===== config.mk =====
export PLATFORM = sky130hd
export DESIGN_NAME = dcache_ctrl
export DESIGN_NICKNAME = d
export VERILOG_FILES = /design/src/common/dcache_pkg.sv /design/src/dcache/dcache_ctrl.sv
export SDC_FILE = /design/constraint.sdc
export NUM_CORES = 1
export LEC_CHECK = 0
export ABC_AREA = 1
export BUFFER_PORTS_ARGS = -buffer_cell sky130_fd_sc_hd__buf_2
export CORE_AREA = 2 2 615 617
export DETAILED_ROUTE_END_ITERATION = 10
export DIE_AREA = 0 0 617 619
export GPL_TIMING_DRIVEN = 0
export PLACE_DENSITY_LB_ADDON = 0.1
export SLEW_MARGIN = 20
export SYNTH_ARGS = -nofsm -noshare
export SYNTH_HDL_FRONTEND = slang
export SYNTH_SLANG_ARGS = --single-unit

===== constraint.sdc =====
create_clock -name clk -period 5.02 [get_ports clk]
set_input_delay 0.502 -clock clk [delete_from_list [all_inputs] [get_ports clk]]
set_output_delay 0.502 -clock clk [all_outputs]
set_load 0.02 [all_outputs]

===== src/common/dcache_pkg.sv =====
`default_nettype none

package dcache_pkg;

    ////////////////////
    // geometry
    ////////////////////

    localparam int WORD_W   = 32;
    localparam int BANKS    = 8;
    localparam int WAYS     = 2;
    localparam int TAG_W    = 20;
    localparam int INDEX_W  = 7;
    localparam int OFFSET_W = 5;
    localparam int LINE_W   = BANKS * WORD_W;
    localparam int SETS     = 1 << INDEX_W;

    ////////////////////
    // vector types
    ////////////////////

    typedef logic [31:0]         addr_t;
    typedef logic [WORD_W-1:0]   word_t;
    typedef logic [LINE_W-1:0]   line_t;
    typedef logic [TAG_W-1:0]    tag_t;
    typedef logic [INDEX_W-1:0]  index_t;
    typedef logic [2:0]          bank_sel_t;
    typedef logic [WORD_W/8-1:0] wsel_t;
    typedef logic                way_t;

    // one cpu access, rd and wr are never both set
    typedef struct packed {
        logic  rd;
        logic  wr;
        addr_t addr;
        word_t wdata;
        wsel_t wsel;
    } cpu_req_t;

    // victim line, addr is line aligned
    typedef struct packed {
        addr_t addr;
        line_t line;
    } wb_entry_t;

    typedef enum logic [0:0] {
        LOOKUP,
        FETCH
    } cache_state_e;

endpackage

`default_nettype wire


===== src/dcache/dcache_ctrl.sv =====
`timescale 1ns/100ps
`default_nettype none

module dcache_ctrl (
    input  logic                                   clk,
    input  logic                                   rst,
    input  dcache_pkg::cpu_req_t                   cpu_req_i,
    input  dcache_pkg::tag_t [dcache_pkg::WAYS-1:0] tagv_tag_i,
    input  logic [dcache_pkg::WAYS-1:0]            tagv_valid_i,
    input  logic                                   dirty_i,
    input  dcache_pkg::way_t                       lru_i,
    input  dcache_pkg::line_t [dcache_pkg::WAYS-1:0] line_rd_i,
    input  logic                                   mem_rvalid_i,
    input  dcache_pkg::line_t                      mem_rdata_i,
    input  logic                                   wb_full_i,
    output logic                                   hit_o,
    output logic                                   cpu_data_valid_o,
    output dcache_pkg::word_t                      cpu_rdata_o,
    output logic                                   cpu_stall_o,
    output dcache_pkg::index_t                     ram_index_o,
    output dcache_pkg::wsel_t [dcache_pkg::WAYS-1:0][dcache_pkg::BANKS-1:0] bank_we_o,
    output dcache_pkg::line_t                      bank_wdata_o,
    output logic [dcache_pkg::WAYS-1:0]            tag_we_o,
    output dcache_pkg::tag_t                       tag_wdata_o,
    output logic                                   dirty_we_o,
    output dcache_pkg::way_t                       dirty_way_o,
    output logic                                   dirty_val_o,
    output logic                                   lru_we_o,
    output dcache_pkg::way_t                       lru_val_o,
    output logic                                   mem_ren_o,
    output dcache_pkg::addr_t                      mem_araddr_o,
    output logic                                   wb_push_o,
    output dcache_pkg::wb_entry_t                  wb_entry_o
);

    localparam int BANK_LSB = $clog2(dcache_pkg::WORD_W / 8);
    localparam int TAG_LSB  = dcache_pkg::OFFSET_W + dcache_pkg::INDEX_W;

    dcache_pkg::cache_state_e    state_q;
    dcache_pkg::cache_state_e    state_d;
    dcache_pkg::cpu_req_t        req_q;
    logic                        accept;
    logic                        in_fetch;
    dcache_pkg::tag_t            req_tag;
    dcache_pkg::index_t          req_index;
    dcache_pkg::bank_sel_t       req_bank;
    logic [dcache_pkg::WAYS-1:0] hit_way;
    logic                        hit;
    logic                        refill;
    dcache_pkg::way_t            hit_num;
    dcache_pkg::way_t            victim;
    dcache_pkg::way_t            touched;
    dcache_pkg::line_t           refill_line;
    dcache_pkg::line_t           hit_line;

    // replace the selected bytes of one word in a line
    function automatic dcache_pkg::line_t merge_word(
        input dcache_pkg::line_t     line,
        input dcache_pkg::bank_sel_t bank,
        input dcache_pkg::word_t     wdata,
        input dcache_pkg::wsel_t     wsel
    );
        dcache_pkg::line_t merged;
        merged = line;
        for (int b = 0; b < dcache_pkg::WORD_W / 8; b++) begin
            if (wsel[b]) begin
                merged[bank * dcache_pkg::WORD_W + b * 8 +: 8] = wdata[b * 8 +: 8];
            end
        end
        return merged;
    endfunction

    ////////////////////
    // request latch and fsm
    ////////////////////

    assign accept   = (state_q == dcache_pkg::LOOKUP) && (cpu_req_i.rd || cpu_req_i.wr);
    assign in_fetch = (state_q == dcache_pkg::FETCH);

    always_ff @(posedge clk) begin
        if (accept) begin
            req_q <= cpu_req_i;
        end
    end

    always_ff @(posedge clk) begin
        if (rst) begin
            state_q <= dcache_pkg::LOOKUP;
        end else begin
            state_q <= state_d;
        end
    end

    always_comb begin
        state_d = state_q;
        if (accept) begin
            state_d = dcache_pkg::FETCH;
        end else if (in_fetch && (hit || refill)) begin
            state_d = dcache_pkg::LOOKUP;
        end
    end

    assign req_tag   = req_q.addr[TAG_LSB +: dcache_pkg::TAG_W];
    assign req_index = req_q.addr[dcache_pkg::OFFSET_W +: dcache_pkg::INDEX_W];
    assign req_bank  = req_q.addr[BANK_LSB +: 3];

    // incoming index while idle so the arrays are ready in the first fetch cycle
    assign ram_index_o = in_fetch ? req_index
                                  : cpu_req_i.addr[dcache_pkg::OFFSET_W +: dcache_pkg::INDEX_W];

    ////////////////////
    // hit and victim
    ////////////////////

    always_comb begin
        for (int w = 0; w < dcache_pkg::WAYS; w++) begin
            hit_way[w] = tagv_valid_i[w] && (tagv_tag_i[w] == req_tag);
        end
    end

    assign hit     = in_fetch && (|hit_way);
    assign hit_num = hit_way[1];
    assign victim  = lru_i;
    assign refill  = in_fetch && !hit && mem_rvalid_i;
    assign touched = hit ? hit_num : victim;

    assign refill_line = req_q.wr ? merge_word(mem_rdata_i, req_bank, req_q.wdata, req_q.wsel)
                                  : mem_rdata_i;
    assign hit_line    = merge_word(line_rd_i[hit_num], req_bank, req_q.wdata, req_q.wsel);

    ////////////////////
    // array updates
    ////////////////////

    always_comb begin
        bank_we_o = '0;
        tag_we_o  = '0;
        if (refill) begin
            bank_we_o[victim] = '1;
            tag_we_o[victim]  = 1'b1;
        end else if (hit && req_q.wr) begin
            bank_we_o[hit_num][req_bank] = req_q.wsel;
        end
    end

    assign bank_wdata_o = hit ? hit_line : refill_line;
    assign tag_wdata_o  = req_tag;

    // write marks the line dirty, a read refill leaves it clean
    assign dirty_we_o  = refill || (hit && req_q.wr);
    assign dirty_way_o = touched;
    assign dirty_val_o = req_q.wr;

    assign lru_we_o  = hit || refill;
    assign lru_val_o = ~touched;

    ////////////////////
    // memory and victim
    ////////////////////

    // hold off the refill while a dirty victim has nowhere to go
    assign mem_ren_o    = in_fetch && !hit && !mem_rvalid_i && !(dirty_i && wb_full_i);
    assign mem_araddr_o = {req_tag, req_index, {dcache_pkg::OFFSET_W{1'b0}}};

    assign wb_push_o       = refill && dirty_i;
    assign wb_entry_o.addr = {tagv_tag_i[victim], req_index, {dcache_pkg::OFFSET_W{1'b0}}};
    assign wb_entry_o.line = line_rd_i[victim];

    ////////////////////
    // cpu response
    ////////////////////

    assign hit_o            = hit;
    assign cpu_data_valid_o = !req_q.wr && (hit || refill);
    assign cpu_rdata_o      = hit ? line_rd_i[hit_num][req_bank * dcache_pkg::WORD_W +: dcache_pkg::WORD_W]
                                  : refill_line[req_bank * dcache_pkg::WORD_W +: dcache_pkg::WORD_W];
    assign cpu_stall_o      = in_fetch;

endmodule

`default_nettype wire


== Word level (Yosys, flattened, before mapping) ==
Cells that the tools add are included.

* Flip-flop bits (word level): 70
* Bits in latches: 0
* Bits in writable memories: 0
* Memory bits (read-only): 0
* Bits of input ports: 886
* Output and inout bits: 711
* Logic and storage cells: 98
* Memories: 0

* $add $sub $neg: 7
* $mul: 0
* Divide/modulo/power cells: 0
* $lt $le $gt $ge: 6
* Equal/unequal tests: 2
* Shifts and indexed selects: 10
* Muxes and demuxes: 40
* Bitwise gates (word level): 3
* Reductions and logical operators: 25

{| class="wikitable"
|+ Operators by type and width
! cell !! number
|-
| two-way mux 256 bit || 14
|-
| bitwise mux 256 bit || 8
|-
| variable shift 8 x 34 -> 256 bit (first input constant) || 4
|-
| variable part select 8 x 34 -> 256 bit || 4
|-
| variable part select 256 x 9 -> 32 bit || 2
|-
| two-way mux 64 bit || 2
|-
| negator 9 -> 34 bit || 3
|-
| two-way mux 32 bit || 3
|-
| bitwise AND 64 bit || 1
|-
| demux 32 bit (select 1 bit) || 2
|-
| == test 20 bit || 2
|-
| two-way mux 20 bit || 2
|-
| negator 8 -> 34 bit || 1
|-
| adder 8 x 5 -> 9 bit (second input constant) || 2
|-
| logical AND 1 bit || 16
|-
| demux 4 bit (select 3 bit) || 1
|-
| adder 8 x 4 -> 9 bit (second input constant) || 1
|-
| two-way mux 7 bit || 1
|-
| logical NOT 1 bit || 4
|-
| less-than comparator 1 x 2 -> 1 bit (second input constant) || 2
|-
| less-than comparator 3 x 4 -> 1 bit (second input constant) || 1
|-
| two-way mux 1 bit || 4
|-
| two-way mux 4 bit || 1
|-
| >= comparator 3 x 1 -> 1 bit (second input constant) || 1
|-
| other kinds (7) || 11
|}

== Logic depth before layout (Yosys ltp) ==
* Depth in word-level cells: 13
* Depth in mapped cells: 21
* Mapped depth without buffers: 18

== Worst setup path before layout ==
OpenSTA, ideal clock, no wires.

* Path kind: flip-flop to output port
* Start point: register req_q, in the netlist req_bank[0]
* End point: output cpu_rdata_o[0]
* Data arrival time: 3009 ps
* Required time: 4518 ps
* Path slack: 1509 ps
* Stages on the path, launching flop included: 18
* Path buffers: 2
* Path through: edfxtp_1 buf_4 inv_2 clkbuf_1 ha_1 ha_1 inv_1 nand2_1 inv_1 nand3_1 nor2_2 mux2_2 nand2_1 nand2_1 nand2_1 nand2_1 nor2_1 nand2_1

* Cells in the longest elaborated chain, start to end: 13
* Elaborated cells on any way between the ends: 27
* Classes of those cells: add/sub: 7; shift: 10; mux: 10

{| class="wikitable"
|+ RTL lines
! item !! RTL line !! RTL
|-
| from (decl) || dcache_ctrl.sv:41 || <nowiki>dcache_pkg::cpu_req_t req_q;</nowiki>
|-
| from (signal assigned) || dcache_ctrl.sv:82 || <nowiki>req_q <= cpu_req_i;</nowiki>
|-
| parallel branches: the longest is 12 deep, another holds negator 9 -> 34 bit || - ||
|-
| two-way mux 32 bit (*) || dcache_ctrl.sv:175 || <nowiki>assign cpu_rdata_o = hit ? line_rd_i[hit_num][req_bank * dcache_pkg::WORD_W +: dcache_pkg::WORD_W]</nowiki>
|-
| to (decl) || dcache_ctrl.sv:18 || <nowiki>output dcache_pkg::word_t cpu_rdata_o,</nowiki>
|}

Every way passes the cells marked *.

== Worst setup path in the final report ==
* Start point: register req_q, in the netlist req_bank[0]
* End point: output cpu_rdata_o[5]

Same word-level chain as after synthesis.

==> reports/qor.yml <==
detailed_routing:
  drc: 0
  wl_um: 459900
  antenna_left: 0
  avgViaCountPerCell: 3.678
  drt_pass1_iterations: 5
  vias: 44170
  met3_length_um: 28000
  top_layer_used: "met5"
  drtIter0Drc: 3436
  dr_wl_met2_um: 236400
  wl_met1_um: 177500
  routedWlPerCell_um: 38.29
logic_synthesis:
  synth_edf_count: 67
  syn_area_um2: 24050
  seq_area_frac_synth_pct: 8.450
  synth.avg_cell_area_um2: 4.643
  ys_warn_count: 0
  synth_ff_type: "edfxtp_1"
  yosysTopAreaCell: "nand2_1"
  netlist_top_cells_area: "nand2_1 37%, o21ai_0 18%, edfxtp_1 8.4%"
  synth_seq_cells: 68
  synthArstFlopShare_pct: 0
  netlist.area_leader.share_pct: 37.50
  ys_types: 39
  postSynthCellCount: 5179
worst_setup_path:
  cp-end-kind: "output pin"
  r2r_setup_slack_ns: 1.92
  rr_endpoint: "cpu_stall_o"
  path_max_fanout: 10
  r2r-start: "mem_araddr_o[22]"
  worst-r2r-cell-count: 14
  criticalPathCategory: "flip-flop to output pin"
  crit_arrival_ns: 4.40
  crit_required_ns: 4.52
  startpoint_type: "flip-flop"
sta:
  skew_ns: 0.02280
  min_period_over_period_pct: 97.57
  relSlewSlack_pct: 20.00
  tns_ns: 0
  hold_viol_final: 0
  setup_violations: 0
  worst_slew_pin_slew_ns: 1.191
  rsz0062_at_grt: "yes"
  slew_violations: 0
  period_needed_ns: 4.898
  clock.fmax_mhz: 204.2
floorplan:
  start_util_pct: 6.417
  rows: 225
  dieArea_um2: 381900
  ios: 1597
  fp.dieW_um: 617
  die_y_um: 619
  core_um2: 374700
job:
  cap_violations: 0
min_path:
  min_from: "cpu_req_i[11]"
  holdPathEnd: "req_q[11]"
  min-delay-path-class: "primary input to flip-flop"
  min_path_cells: 1
global_routing:
  grt_overflow_total: 0
  grt_pass1_vias: 42390
  antenna_found_initial: 308
  grt_pass1_wl_um: 550800
  grtUsageTotal_pct: 23.04
  grt_max_degree: 47
finish:
  nets: 7748
  fin_area_um2: 41250
  final_common_cell: "nand2_1"
  area_growth_pct: 71.56
  drive_gt1_share_pct: 32.58
  final_cell_mix: "2351 x nand2_1, 1663 x buf_2, 827 x o21ai_0"
  fin_cells: 12010
power_and_ir_drop:
  leakage_nw: 20.94
  power_mw: 6.497
  powerDensity_nw_per_um2: 157.5
  ir_worst_vdd_v: 0.0002010
placement:
  placed_area_um2: 38800
  port_buffers: 1583
  gp_congestion: 0.9106
  dp.cells: 11790
  dp_hpwl_um: 409100
cts:
  insertion_delay_ns: 0.45
  ctsHoldBuffers: 0
  clkTransAtPathRegs_ns: 0.11
  cts_made_buffers: 9
  root_buffer: "clkbuf_16"
  h-tree-depth: 3
  cts_sinks: 68
  tritoncts: "built"
  cts_max_path_buffers: 2
run_status:
  status: "finished, final reports clean"
Yosys cell counts (2+ instances only):
master,count
nand3_1,47
mux2_2,34
clkbuf_1,160
o21a_1,6
nand4_1,38
ha_1,7
o221ai_1,3
a21boi_0,5
nand3_2,4
inv_1,441
nor2_2,15
edfxtp_1,67
buf_4,77
xnor2_1,4
buf_2,113
mux2i_1,4
o21ai_1,242
o211ai_1,3
clkinv_1,2
a31oi_1,5
or2_2,26
o31ai_1,3
buf_1,9
nand2_2,3
nor3_1,107
o21ai_0,872
nand2_1,2402
nor2_1,416
inv_2,22
a21oi_1,25
nor2_4,4
buf_6,6
per-stage QoR:
| step | util (%) | hold WS, ns | setup slack [ns] |
|---|---|---|---|
| floorplan | - | 0.5711 | 1.509 |
| global placement | 10.21 | 0.6792 | -3.718 |
| detailed placement | 10.36 | 0.6801 | -1.801 |
| CTS | 10.85 | 0.1708 | -0.09936 |
| global route | 10.98 | 0.1951 | -0.004535 |
| finish | 11.01 | 0.2242 | 0.1221 |
critical path: stages (launching register included):
cell and delay, ns:
edfxtp_1 0.46, buf_12 0.17, buf_6 0.16, inv_6 0.16, clkbuf_16 0.19, ha_4 0.20
ha_1 0.31, inv_1 0.08, nand2_1 0.12, clkinvlp_4 0.14, buf_12 0.14, nand3_4 0.17
nor2_4 0.22, buf_4 0.17, mux2_2 0.33, nand2_1 0.09, nand2_1 0.16, nand2_1 0.09
nand2_1 0.14, nor2_1 0.16, nand2_1 0.06, buf_2 0.20
routing by layer:
layer  track usage [%]  up-vias
li1                  -    19870
met1             25.90    21520
met2             43.03     2075
met3             4.997      562
met4             6.745      146
met5                 0        -
area by class of cell:
cell class | instances | area, um^2
Multi-Input combinational cell | 4290 | 19450
Sequential cell | 68 | 2032
Clock inverter | 7 | 75.07
Antenna cell | 156 | 390.4
Buffer | 362 | 2132
Tap cell | 4994 | 6248
Fill cell | 45140 | 333500
Inverter | 465 | 1778
Clock buffer | 9 | 225.2
Timing Repair Buffer | 1659 | 8916
sequential cells by signal (all words and copies together), names as in the netlist:
| name | count |
|---|---|
| dirty_val_o | 1 |
| cpu_stall_o | 1 |
| req_q | 36 |
| mem_araddr_o | 27 |
| req_bank | 3 |
timing repair:
item,4_1_cts,5_1_grt
resized for setup,364,31
endpoints found under the setup margin,391,25
pin swaps,17,10
setup buffers,41,13
power breakdown:
group          switching, mW  internal [mW]
clock                  0.465          0.390
sequential            0.0579          0.685
combinational           3.71           1.19
total                   4.23           2.26
worst max-delay path by stage:
stage	startpoint	end	slack [ns]	cells past startpoint
6_report	req_bank[0]	cpu_rdata_o[5]	0.12	21
5_1_grt	req_bank[1]	cpu_rdata_o[5]	-0.005	21
4_1_cts	req_bank[0]	cpu_rdata_o[0]	-0.1	18
3_5_place_dp	req_bank[1]	cpu_rdata_o[0]	-1.80	18
3_3_place_gp	lru_i	wb_entry_o[223]	-3.72	7
2_1_floorplan	req_bank[0]	cpu_rdata_o[0]	1.51	17
kinds of logic (layout without fill, tap and decap cells):
| group | Yosys count | after routing | share of synthesized area, % |
|---|---|---|---|
| and+or+nand+nor | 3064 | 3064 | 49.76 |
| AOI/OAI and AO/OA | 1166 | 1166 | 24.53 |
| adders and majority gates | 7 | 7 | 0.3642 |
| buffers and inverters | 830 | 2502 | 14.93 |
| muxes | 38 | 38 | 1.759 |
| xor gates and xnor gates | 5 | 5 | 0.1821 |
| DFF | 68 | 68 | 8.450 |
| other | 1 | 166 | 0.01560 |
Power figures use the tool's default switching activity.
